<file path="src/hdl/app_reg_pkg.sv">
`default_nettype none

package app_reg_pkg;

    // Register bus widths
    typedef logic [7:0]  reg_addr_t;
    typedef logic [31:0] reg_data_t;

    // ============================================================
    // Address map
    // ============================================================
    // Ingress relabel control, bit 2 enable, bits 1:0 software tid
    localparam reg_addr_t OFFSET_IGR_SW_TID   = 8'h00;
    localparam int        IGR_SW_TID_EN_BIT   = 2;

    // Remap table, one word per source port
    localparam reg_addr_t OFFSET_TDEST_REMAP_BASE = 8'h10;
    localparam int        TDEST_REMAP_STRIDE      = 4;

    // Byte address of remap entry n
    function automatic reg_addr_t tdest_remap_addr(input int unsigned n);
        return OFFSET_TDEST_REMAP_BASE + reg_addr_t'(TDEST_REMAP_STRIDE * n);
    endfunction

endpackage

`default_nettype wire

</file>
<file path="src/hdl/stream_pkg.sv">
`default_nettype none

package stream_pkg;

    // ============================================================
    // Stream geometry
    // ============================================================
    // Default beat width, eight bytes
    localparam int STREAM_DATA_W = 64;

    // Two network ports and two host ports
    localparam int NUM_PORTS = 4;

    typedef logic [STREAM_DATA_W-1:0]   tdata_t;
    typedef logic [STREAM_DATA_W/8-1:0] tkeep_t;

    // Port id, 0 and 1 are network, 2 and 3 are host
    typedef logic [1:0] port_t;

    // RSS entropy carried with host-bound packets
    typedef logic [11:0] rss_entropy_t;

    // ============================================================
    // Host port ids
    // ============================================================
    localparam port_t PORT_HOST_0 = 2'd2;
    localparam port_t PORT_HOST_1 = 2'd3;

endpackage

`default_nettype wire
</file>
<file path="src/hdl/app_ifs.sv">
`default_nettype none
`timescale 1ns/1ns

// ============================================================
// Packet stream between datapath stages
// ============================================================
interface axis_pkt_if #(
    parameter int DATA_W = $bits(stream_pkg::tdata_t)
);
    import stream_pkg::*;

    logic                tvalid;
    logic [DATA_W-1:0]   tdata;
    // One enable bit per byte lane
    logic [DATA_W/8-1:0] tkeep;
    logic                tlast;
    // Source port
    port_t               tid;
    // Output port, filled in by the remap stage
    port_t               tdest;

    // Driving stage
    modport src (
        output tvalid, tdata, tkeep, tlast, tid, tdest
    );

    // Receiving stage
    modport dst (
        input tvalid, tdata, tkeep, tlast, tid, tdest
    );

endinterface

// ============================================================
// Configuration from control block to stages
// ============================================================
interface app_cfg_if;
    import stream_pkg::*;

    // Ingress relabel
    logic  sw_tid_en;
    port_t sw_tid;
    // Source port to output port table
    port_t remap [NUM_PORTS];

    modport ctrl  (output sw_tid_en, sw_tid, remap);
    modport stage (input sw_tid_en, sw_tid, remap);

endinterface

`default_nettype wire

</file>
<file path="src/hdl/app_datapath_top.sv">
`default_nettype none
`timescale 1ns/1ns

module app_datapath_top #(
    parameter int DATA_W = $bits(stream_pkg::tdata_t)
) (
    input  logic                       tb,
    input  logic                       rst_n,

    // Register write port
    input  logic                       reg_wr_en,
    input  app_reg_pkg::reg_addr_t     reg_addr,
    input  app_reg_pkg::reg_data_t     reg_wr_data,

    // Ingress stream
    input  logic                       s_tvalid,
    input  logic [DATA_W-1:0]          s_tdata,
    input  logic [DATA_W/8-1:0]        s_tkeep,
    input  logic                       s_tlast,
    input  stream_pkg::port_t          s_tid,

    // Egress stream with RSS metadata
    output logic                       m_tvalid,
    output logic [DATA_W-1:0]          m_tdata,
    output logic [DATA_W/8-1:0]        m_tkeep,
    output logic                       m_tlast,
    output stream_pkg::port_t          m_tdest,
    output logic                       m_rss_enable,
    output stream_pkg::rss_entropy_t   m_rss_entropy
);

    // ============================================================
    // Stage links
    // ============================================================
    // s0 ingress, s1 after relabel, s2 after remap
    axis_pkt_if #(.DATA_W(DATA_W)) s0 ();
    axis_pkt_if #(.DATA_W(DATA_W)) s1 ();
    axis_pkt_if #(.DATA_W(DATA_W)) s2 ();

    app_cfg_if cfg_if ();

    assign s0.tvalid = s_tvalid;
    assign s0.tdata  = s_tdata;
    assign s0.tkeep  = s_tkeep;
    assign s0.tlast  = s_tlast;
    assign s0.tid    = s_tid;
    // Output port unknown on ingress
    assign s0.tdest  = '0;

    // Software registers
    app_ctrl_regs u_ctrl (
        .tb          (tb),
        .rst_n       (rst_n),
        .reg_wr_en   (reg_wr_en),
        .reg_addr    (reg_addr),
        .reg_wr_data (reg_wr_data),
        .cfg         (cfg_if.ctrl)
    );

    // ============================================================
    // Datapath, one cycle per stage
    // ============================================================
    igr_port_relabel #(.DATA_W(DATA_W)) u_relabel (
        .tb      (tb),
        .rst_n   (rst_n),
        .cfg     (cfg_if.stage),
        .in_pkt  (s0.dst),
        .out_pkt (s1.src)
    );

    tdest_remap #(.DATA_W(DATA_W)) u_remap (
        .tb      (tb),
        .rst_n   (rst_n),
        .cfg     (cfg_if.stage),
        .in_pkt  (s1.dst),
        .out_pkt (s2.src)
    );

    rss_meta_gen #(.DATA_W(DATA_W)) u_rss (
        .tb            (tb),
        .rst_n         (rst_n),
        .in_pkt        (s2.dst),
        .m_tvalid      (m_tvalid),
        .m_tdata       (m_tdata),
        .m_tkeep       (m_tkeep),
        .m_tlast       (m_tlast),
        .m_tdest       (m_tdest),
        .m_rss_enable  (m_rss_enable),
        .m_rss_entropy (m_rss_entropy)
    );

endmodule

`default_nettype wire

</file>
<file path="src/hdl/rss_meta_gen.sv">
`default_nettype none
`timescale 1ns/1ns

module rss_meta_gen #(
    parameter int DATA_W = $bits(stream_pkg::tdata_t)
) (
    input  logic                       tb,
    input  logic                       rst_n,
    axis_pkt_if.dst                    in_pkt,
    output logic                       m_tvalid,
    output logic [DATA_W-1:0]          m_tdata,
    output logic [DATA_W/8-1:0]        m_tkeep,
    output logic                       m_tlast,
    output stream_pkg::port_t          m_tdest,
    output logic                       m_rss_enable,
    output stream_pkg::rss_entropy_t   m_rss_entropy
);
    import stream_pkg::*;

    // Valid beat headed for one of the host ports
    logic host_bound;

    assign host_bound = in_pkt.tvalid &&
                        (in_pkt.tdest == PORT_HOST_0 || in_pkt.tdest == PORT_HOST_1);

    // ============================================================
    // Control outputs
    // ============================================================
    always_ff @(posedge tb or negedge rst_n) begin
        if (!rst_n) begin
            m_tvalid     <= 1'b0;
            m_rss_enable <= 1'b0;
        end else begin
            m_tvalid     <= in_pkt.tvalid;
            m_rss_enable <= host_bound;
        end
    end

    // Payload and metadata
    always_ff @(posedge tb) begin
        m_tdata       <= in_pkt.tdata;
        m_tkeep       <= in_pkt.tkeep;
        m_tlast       <= in_pkt.tlast;
        m_tdest       <= in_pkt.tdest;
        // Entropy is the source port, zero otherwise
        m_rss_entropy <= host_bound ? rss_entropy_t'(in_pkt.tid) : '0;
    end

endmodule

`default_nettype wire

</file>
<file path="src/hdl/tdest_remap.sv">
`default_nettype none
`timescale 1ns/1ns

module tdest_remap #(
    parameter int DATA_W = $bits(stream_pkg::tdata_t)
) (
    input  logic     tb,
    input  logic     rst_n,
    app_cfg_if.stage cfg,
    axis_pkt_if.dst  in_pkt,
    axis_pkt_if.src  out_pkt
);
    import stream_pkg::*;

    // Stage register
    logic                valid_q;
    logic [DATA_W-1:0]   data_q;
    logic [DATA_W/8-1:0] keep_q;
    logic                last_q;
    port_t               tid_q;
    port_t               tdest_q;

    always_ff @(posedge tb or negedge rst_n) begin
        if (!rst_n) begin
            valid_q <= 1'b0;
        end else begin
            valid_q <= in_pkt.tvalid;
        end
    end

    // ============================================================
    // Table lookup
    // ============================================================
    // Incoming tdest is dropped and replaced by the table entry
    always_ff @(posedge tb) begin
        data_q  <= in_pkt.tdata;
        keep_q  <= in_pkt.tkeep;
        last_q  <= in_pkt.tlast;
        tid_q   <= in_pkt.tid;
        // Indexed by effective source port
        tdest_q <= cfg.remap[in_pkt.tid];
    end

    assign out_pkt.tvalid = valid_q;
    assign out_pkt.tdata  = data_q;
    assign out_pkt.tkeep  = keep_q;
    assign out_pkt.tlast  = last_q;
    assign out_pkt.tid    = tid_q;
    assign out_pkt.tdest  = tdest_q;

endmodule

`default_nettype wire

</file>
<file path="src/hdl/igr_port_relabel.sv">
`default_nettype none
`timescale 1ns/1ns

module igr_port_relabel #(
    parameter int DATA_W = $bits(stream_pkg::tdata_t)
) (
    input  logic     tb,
    input  logic     rst_n,
    app_cfg_if.stage cfg,
    axis_pkt_if.dst  in_pkt,
    axis_pkt_if.src  out_pkt
);
    import stream_pkg::*;

    // Stage register
    logic                valid_q;
    logic [DATA_W-1:0]   data_q;
    logic [DATA_W/8-1:0] keep_q;
    logic                last_q;
    port_t               tid_q;

    // Beat valid, cleared by reset
    always_ff @(posedge tb or negedge rst_n) begin
        if (!rst_n) begin
            valid_q <= 1'b0;
        end else begin
            valid_q <= in_pkt.tvalid;
        end
    end

    // Payload
    always_ff @(posedge tb) begin
        data_q  <= in_pkt.tdata;
        keep_q  <= in_pkt.tkeep;
        last_q  <= in_pkt.tlast;
        // Software id wins when enabled
        tid_q   <= cfg.sw_tid_en ? cfg.sw_tid : in_pkt.tid;
    end

    assign out_pkt.tvalid = valid_q;
    assign out_pkt.tdata  = data_q;
    assign out_pkt.tkeep  = keep_q;
    assign out_pkt.tlast  = last_q;
    assign out_pkt.tid    = tid_q;
    // No output port yet
    assign out_pkt.tdest  = '0;

endmodule

`default_nettype wire

</file>
<file path="src/hdl/app_ctrl_regs.sv">
`default_nettype none
`timescale 1ns/1ns

module app_ctrl_regs (
    input  logic                   tb,
    input  logic                   rst_n,
    input  logic                   reg_wr_en,
    input  app_reg_pkg::reg_addr_t reg_addr,
    input  app_reg_pkg::reg_data_t reg_wr_data,
    app_cfg_if.ctrl                cfg
);
    import stream_pkg::*;
    import app_reg_pkg::*;

    // Relabel control
    logic  sw_tid_en_q;
    port_t sw_tid_q;

    // Remap table
    port_t remap_q [NUM_PORTS];

    // ============================================================
    // Register writes
    // ============================================================
    // New value is live right after the sampling edge
    always_ff @(posedge tb or negedge rst_n) begin
        if (!rst_n) begin
            // Relabel off
            sw_tid_en_q <= 1'b0;
            sw_tid_q    <= '0;
            // Identity remap
            for (int n = 0; n < NUM_PORTS; n++) begin
                remap_q[n] <= port_t'(n);
            end
        end else if (reg_wr_en) begin
            if (reg_addr == OFFSET_IGR_SW_TID) begin
                sw_tid_en_q <= reg_wr_data[IGR_SW_TID_EN_BIT];
                sw_tid_q    <= reg_wr_data[$bits(port_t)-1:0];
            end
            // One compare per table entry
            for (int n = 0; n < NUM_PORTS; n++) begin
                if (reg_addr == tdest_remap_addr(n)) begin
                    remap_q[n] <= reg_wr_data[$bits(port_t)-1:0];
                end
            end
            // Any other address falls through with no effect
        end
    end

    // ============================================================
    // Configuration out
    // ============================================================
    assign cfg.sw_tid_en = sw_tid_en_q;
    assign cfg.sw_tid    = sw_tid_q;

    // Table copied entry by entry
    always_comb begin
        for (int n = 0; n < NUM_PORTS; n++) begin
            cfg.remap[n] = remap_q[n];
        end
    end

endmodule

`default_nettype wire

</file>
<file path="config.mk">
export PLATFORM = sky130hd
export DESIGN_NAME = app_datapath_top
export DESIGN_NICKNAME = d
export VERILOG_FILES = /design/src/hdl/app_reg_pkg.sv /design/src/hdl/stream_pkg.sv /design/src/hdl/app_ifs.sv /design/src/hdl/app_datapath_top.sv /design/src/hdl/rss_meta_gen.sv /design/src/hdl/tdest_remap.sv /design/src/hdl/igr_port_relabel.sv /design/src/hdl/app_ctrl_regs.sv
export SDC_FILE = /design/constraint.sdc
export NUM_CORES = 1
export LEC_CHECK = 0
export ABC_AREA = 1
export BUFFER_PORTS_ARGS = -buffer_cell sky130_fd_sc_hd__buf_4
export CAP_MARGIN = 20
export CELL_PAD_IN_SITES_DETAIL_PLACEMENT = 1
export CELL_PAD_IN_SITES_GLOBAL_PLACEMENT = 1
export CORE_UTILIZATION = 33
export CTS_CLUSTER_DIAMETER = 120
export DETAILED_ROUTE_END_ITERATION = 6
export PLACE_DENSITY_LB_ADDON = 0.12
export SETUP_SLACK_MARGIN = 0.5
export SLEW_MARGIN = 30
export SYNTH_ARGS = -nofsm -noshare
export SYNTH_HDL_FRONTEND = slang
export SYNTH_SLANG_ARGS = --single-unit
</file>
<file path="constraint.sdc">
create_clock -name tb -period 0.82 [get_ports tb]
set_input_delay 0.123 -clock tb [delete_from_list [all_inputs] [get_ports tb]]
set_output_delay 0.123 -clock tb [all_outputs]
set_load 0.02 [all_outputs]
</file>
==> metrics list <==
- Initial antenna violation count: 0
* Net Sw Power: a little under 5 mW
* WL per Instance: about 13 µm
- The worst setup path is of the reg2out kind.
- Number of hold violations in the final report: 87
- In the final layout, the share of cells above drive strength 1 is slightly below 70%.
* Critical path cell sequence: buf_6
- Counting distinct cell types in the post-synthesis netlist gives 14.
* Wire length of the first global-routing pass: approximately 15,000 µm
* Setup slack after layout: -0.3157 ns
- Root buffer selected by CTS: sky130_fd_sc_hd__clkbuf_16
- For this run, the top clock speed supported by timing is roughly 880 MHz.
- Area contributors post-synth: sky130_fd_sc_hd__dfxtp_1 84%, sky130_fd_sc_hd__dfrtp_1 5.1%, sky130_fd_sc_hd__nand2_1 2.3%, sky130_fd_sc_hd__dfstp_2 1.9%, sky130_fd_sc_hd__buf_4 1.4%
- Number of standard-cell rows in the floorplan: 46
* Port Buffer Count: 168
- Combined area of all synthesized cells: about 0.0054 mm²
* CTS tree: yes
* Number of synthesized flops with an enable pin: 0
* Max-slew violation count: 0
- Counting instances, the worst hold path has a depth of 1.
* Die Wd: ~130 µm
- Final Setup Violations: about 80
- Die Area: ~0.017 mm²
* Count of state elements after synthesis: between 200 and 250
- The tool flagged a number of max-cap violations equal to 0.
- Slowest cell delay on critical path: about 0.38 ns
- Clk buf depth: 3
- Detailed placement finished with a half-perimeter wire length of 6962 µm.
- The floorplan step set the die height to about 130 µm.
- The most used flip-flop cell after synthesis is sky130_fd_sc_hd__dfxtp_1.
- Net switching is roughly 20% of the power.
* RD Place Congestion: approximately 0.74
- Synthesized instance count: ~340
* Leakage Power: around 3.7 nW
- The clock net in this run drives a total of about 240 sinks.
* Pint: 19.63 mW
- On the final layout, the worst hold slack is -0.2806 ns.
- Summing all non-filler instances in the final layout gives an area of approximately 0.0085 mm².
- The final reports fail on negative hold slack, negative setup slack.
* Portion of total power attributed to combinational logic: between 5 and 6%
- Ports: approximately 210
- Clk Latency, worst-skew pair: 0.50 ns
- The detailed router finished its first iteration with slightly below 70 violations.
- The worst setup path is launched from a flop.
- OpenSTA, run right after detailed placement, puts the worst setup slack at -0.1444 ns.
- In this run the critical register-to-register path is captured at u_relabel.out_pkt.tid[1].
* Post-layout net count: roughly 660
* Overall routing resource usage: 11.68%
- The total overflow left after global routing is 0.
- The worst path uses 138.5% of the clock period.
* H-tree levels: 1
- For this configuration, the core starts out at a cell density of between 30% and 40%.
* Via count of the first global-routing pass: 3,052
- Async set-reset flop share out of synthesis: 6.148%
- Entering global routing, the biggest net connects 16 pins.
- The number of hold buffers added after CTS was 1.
- The setup check on the worst reg-to-reg path leaves a slack of -0.01 ns.
* Critical path data required time: 0.70 ns
- P&R area growth vs syn: 56.47%
- In this run the remaining antenna-violating nets after routing total 0.
* Clock Skew: 0.01873 ns
* Startpoint of the most critical register-to-register path: u_ctrl.cfg.sw_tid_en
- By count the netlist is led by 229 x sky130_fd_sc_hd__dfxtp_1, 33 x sky130_fd_sc_hd__nand2_1, 15 x sky130_fd_sc_hd__nand3_1.
- Sort of element at the end of the critical path: output port
- Post-route DRC violation count: 0
- Dividing total power by cell area gives a power density of between 2000 and 3000 mW/mm².
- Before antenna repair, the detailed router went through 4 iterations.
- Clock power frac: ~43%
- Routed via count divided by cell count: 3.772
- Syn avg cell area: 15.87 µm²
* Worst-case reg-to-reg path depth: 1
- For hold timing, the worst endpoint is u_relabel.out_pkt.tdata[6].
- For this block, the via count after detailed routing is ~2,900.
- sky130_fd_sc_hd__dfxtp_1 is the most common cell in the netlist.
* Sequential area share after synthesis: approximately nine tenths
- Yosys top cell by area: sky130_fd_sc_hd__dfxtp_1
- TritonCTS created 24 clock buffers.
- Of the total power, registers draw between 50% and 60%.
- 0 antenna diodes ended up in the layout.
* Core Footprint: between 0.015 and 0.02 mm²
- Among cell families on the critical path, the largest total delay comes from flip-flops.
- The largest individual stage delay along the critical path comes from the cell sky130_fd_sc_hd__dfrtp_1.
- Clock-pin slew was measured on the worst setup and hold paths at 0.06 ns.
* Class of the most critical hold timing path: in2reg
- CP Data Arrival Time: 1.01 ns
- Area share of the largest cell type after synthesis: 84.48%
- Once placement finished, the instance area stood at roughly 0.0073 mm².
- Synth Warn #: 0
* Run status: complete, but fails checks
- VDD sags by at most 1366 µV.
* Crit path time final: approximately 1.1 ns
* Total wire length after detailed routing: 10,040 µm
- Worst hold start: s_tdata[6]
- Max Fanout on Critical Path: 1
* Buffering stage count on the worst path with inverters included: 1
* RSZ-0062 raised after global routing: true
## timing repair
action / 4_1_cts / 5_1_grt
gates cloned: 0 / 0
resized for setup: 103 / 50
endpoints found under the hold margin: 102 / 87
pin swaps: 10 / 4
endpoints found under the setup margin: 249 / 249
setup buffers: 0 / 1
## through the flow
stage | power (mW) | util, % | TNS, ns | hold slack, ns | std cells
2_1_floorplan | 13.24 | - | 0 | -0.1726 | 351
3_3_place_gp | 13.92 | 45.65 | -0.9025 | -0.01325 | 726
3_5_place_dp | 13.98 | 45.65 | -1.367 | -0.007104 | 726
4_1_cts | 24.94 | 52.79 | -22.30 | -0.3048 | 771
5_1_grt | 25.61 | 53.26 | -23.21 | -0.3041 | 772
6_report | 24.54 | 53.26 | -20.40 | -0.2806 | 772
## per-layer routing
layer / vias up / part of all wire, % / global-route usage, %
met5: - / 0 / 0
met4: 0 / 2.5 / 5.130
met1: 1333 / 35 / 12.05
li1: 1431 / - / -
met2: 123 / 53 / 21.46
met3: 25 / 9.1 / 3.813
## placed cells by master (no fill, tap or decap)
master	count
sky130_fd_sc_hd__dfxtp_1	91
sky130_fd_sc_hd__buf_4	90
sky130_fd_sc_hd__buf_6	80
sky130_fd_sc_hd__dfxtp_4	78
sky130_fd_sc_hd__dfxtp_2	60
sky130_fd_sc_hd__nand2_1	29
sky130_fd_sc_hd__clkbuf_16	24
sky130_fd_sc_hd__nand3_1	12
sky130_fd_sc_hd__dfrtp_1	11
sky130_fd_sc_hd__conb_1	10
sky130_fd_sc_hd__nor2_1	8
sky130_fd_sc_hd__inv_1	7
sky130_fd_sc_hd__clkbuf_1	6
sky130_fd_sc_hd__nor2_2	5
sky130_fd_sc_hd__clkbuf_8	5
sky130_fd_sc_hd__inv_2	4
sky130_fd_sc_hd__clkinv_2	4
sky130_fd_sc_hd__dfstp_2	4
sky130_fd_sc_hd__o21ai_1	3
sky130_fd_sc_hd__nand2_2	3
sky130_fd_sc_hd__nor2_4	3
sky130_fd_sc_hd__nand3_2	3
sky130_fd_sc_hd__mux2_4	2
sky130_fd_sc_hd__o22ai_1	2
sky130_fd_sc_hd__inv_4	2
sky130_fd_sc_hd__bufinv_16	2
sky130_fd_sc_hd__o21ai_2	1
sky130_fd_sc_hd__inv_6	1
sky130_fd_sc_hd__nand2_4	1
sky130_fd_sc_hd__inv_8	1
sky130_fd_sc_hd__clkinv_8	1
sky130_fd_sc_hd__clkinv_1	1
sky130_fd_sc_hd__clkinvlp_4	1
sky130_fd_sc_hd__dlygate4sd3_1	1
## power groups by stage
stage / Sequential, mW / Clock (mW) / Combinational [mW]
2_1_floorplan: 13.0 / 0 / 0.188
3_3_place_gp: 12.8 / 0 / 1.13
3_5_place_dp: 12.8 / 0 / 1.15
4_1_cts: 12.6 / 11.0 / 1.28
5_1_grt: 12.7 / 11.5 / 1.36
6_report: 12.6 / 10.6 / 1.27
## flip-flops by register name (all words and copies together) (netlist names), 8 cells and up
| register | cells |
|---|---|
| u_relabel.out_pkt.tdata | 64 |
| u_remap.out_pkt.tdata | 64 |
| u_rss.m_tdata | 64 |
| u_ctrl.cfg.remap | 8 |
| u_relabel.out_pkt.tkeep | 8 |
| u_remap.out_pkt.tkeep | 8 |
| u_rss.m_tkeep | 8 |
## cells by family after synthesis
family                 count (synthesis)  share of synthesized area, %
AO/OA/AOI/OAI                          6                        0.5995
multiplexers                           2                        0.4150
AND/OR/NAND/NOR                       64                         5.003
other                                  1                       0.06911
buffers and inverters                 25                         2.421
flip-flops                           244                         91.49
## worst max-delay path by stage
stage | from | end | slack (ns) | cells past startpoint
4_1_cts | u_rss.m_tvalid | m_tvalid | -0.35 | 1
6_report | u_rss.m_tvalid | m_tvalid | -0.32 | 1
2_1_floorplan | u_ctrl.cfg.sw_tid_en | u_relabel.out_pkt.tid[0] | 0.03 | 1
3_5_place_dp | reg_addr[4] | u_ctrl.cfg.sw_tid[0] | -0.14 | 7
5_1_grt | u_rss.m_tvalid | m_tvalid | -0.37 | 1
3_3_place_gp | reg_addr[4] | u_ctrl.cfg.sw_tid_en | -0.10 | 7
## layout make-up
class                   instances  area, µm²
clock buffers                  35      691.9
clock inverters                 9      107.6
repair buffers                171       1587
well taps                     216      270.3
flip-flops and latches        244       5333
inverters                      15      73.82
multi-input cells              82      427.9
fillers                      1543       7452
No activity file was read; power rests on OpenSTA's default activity.
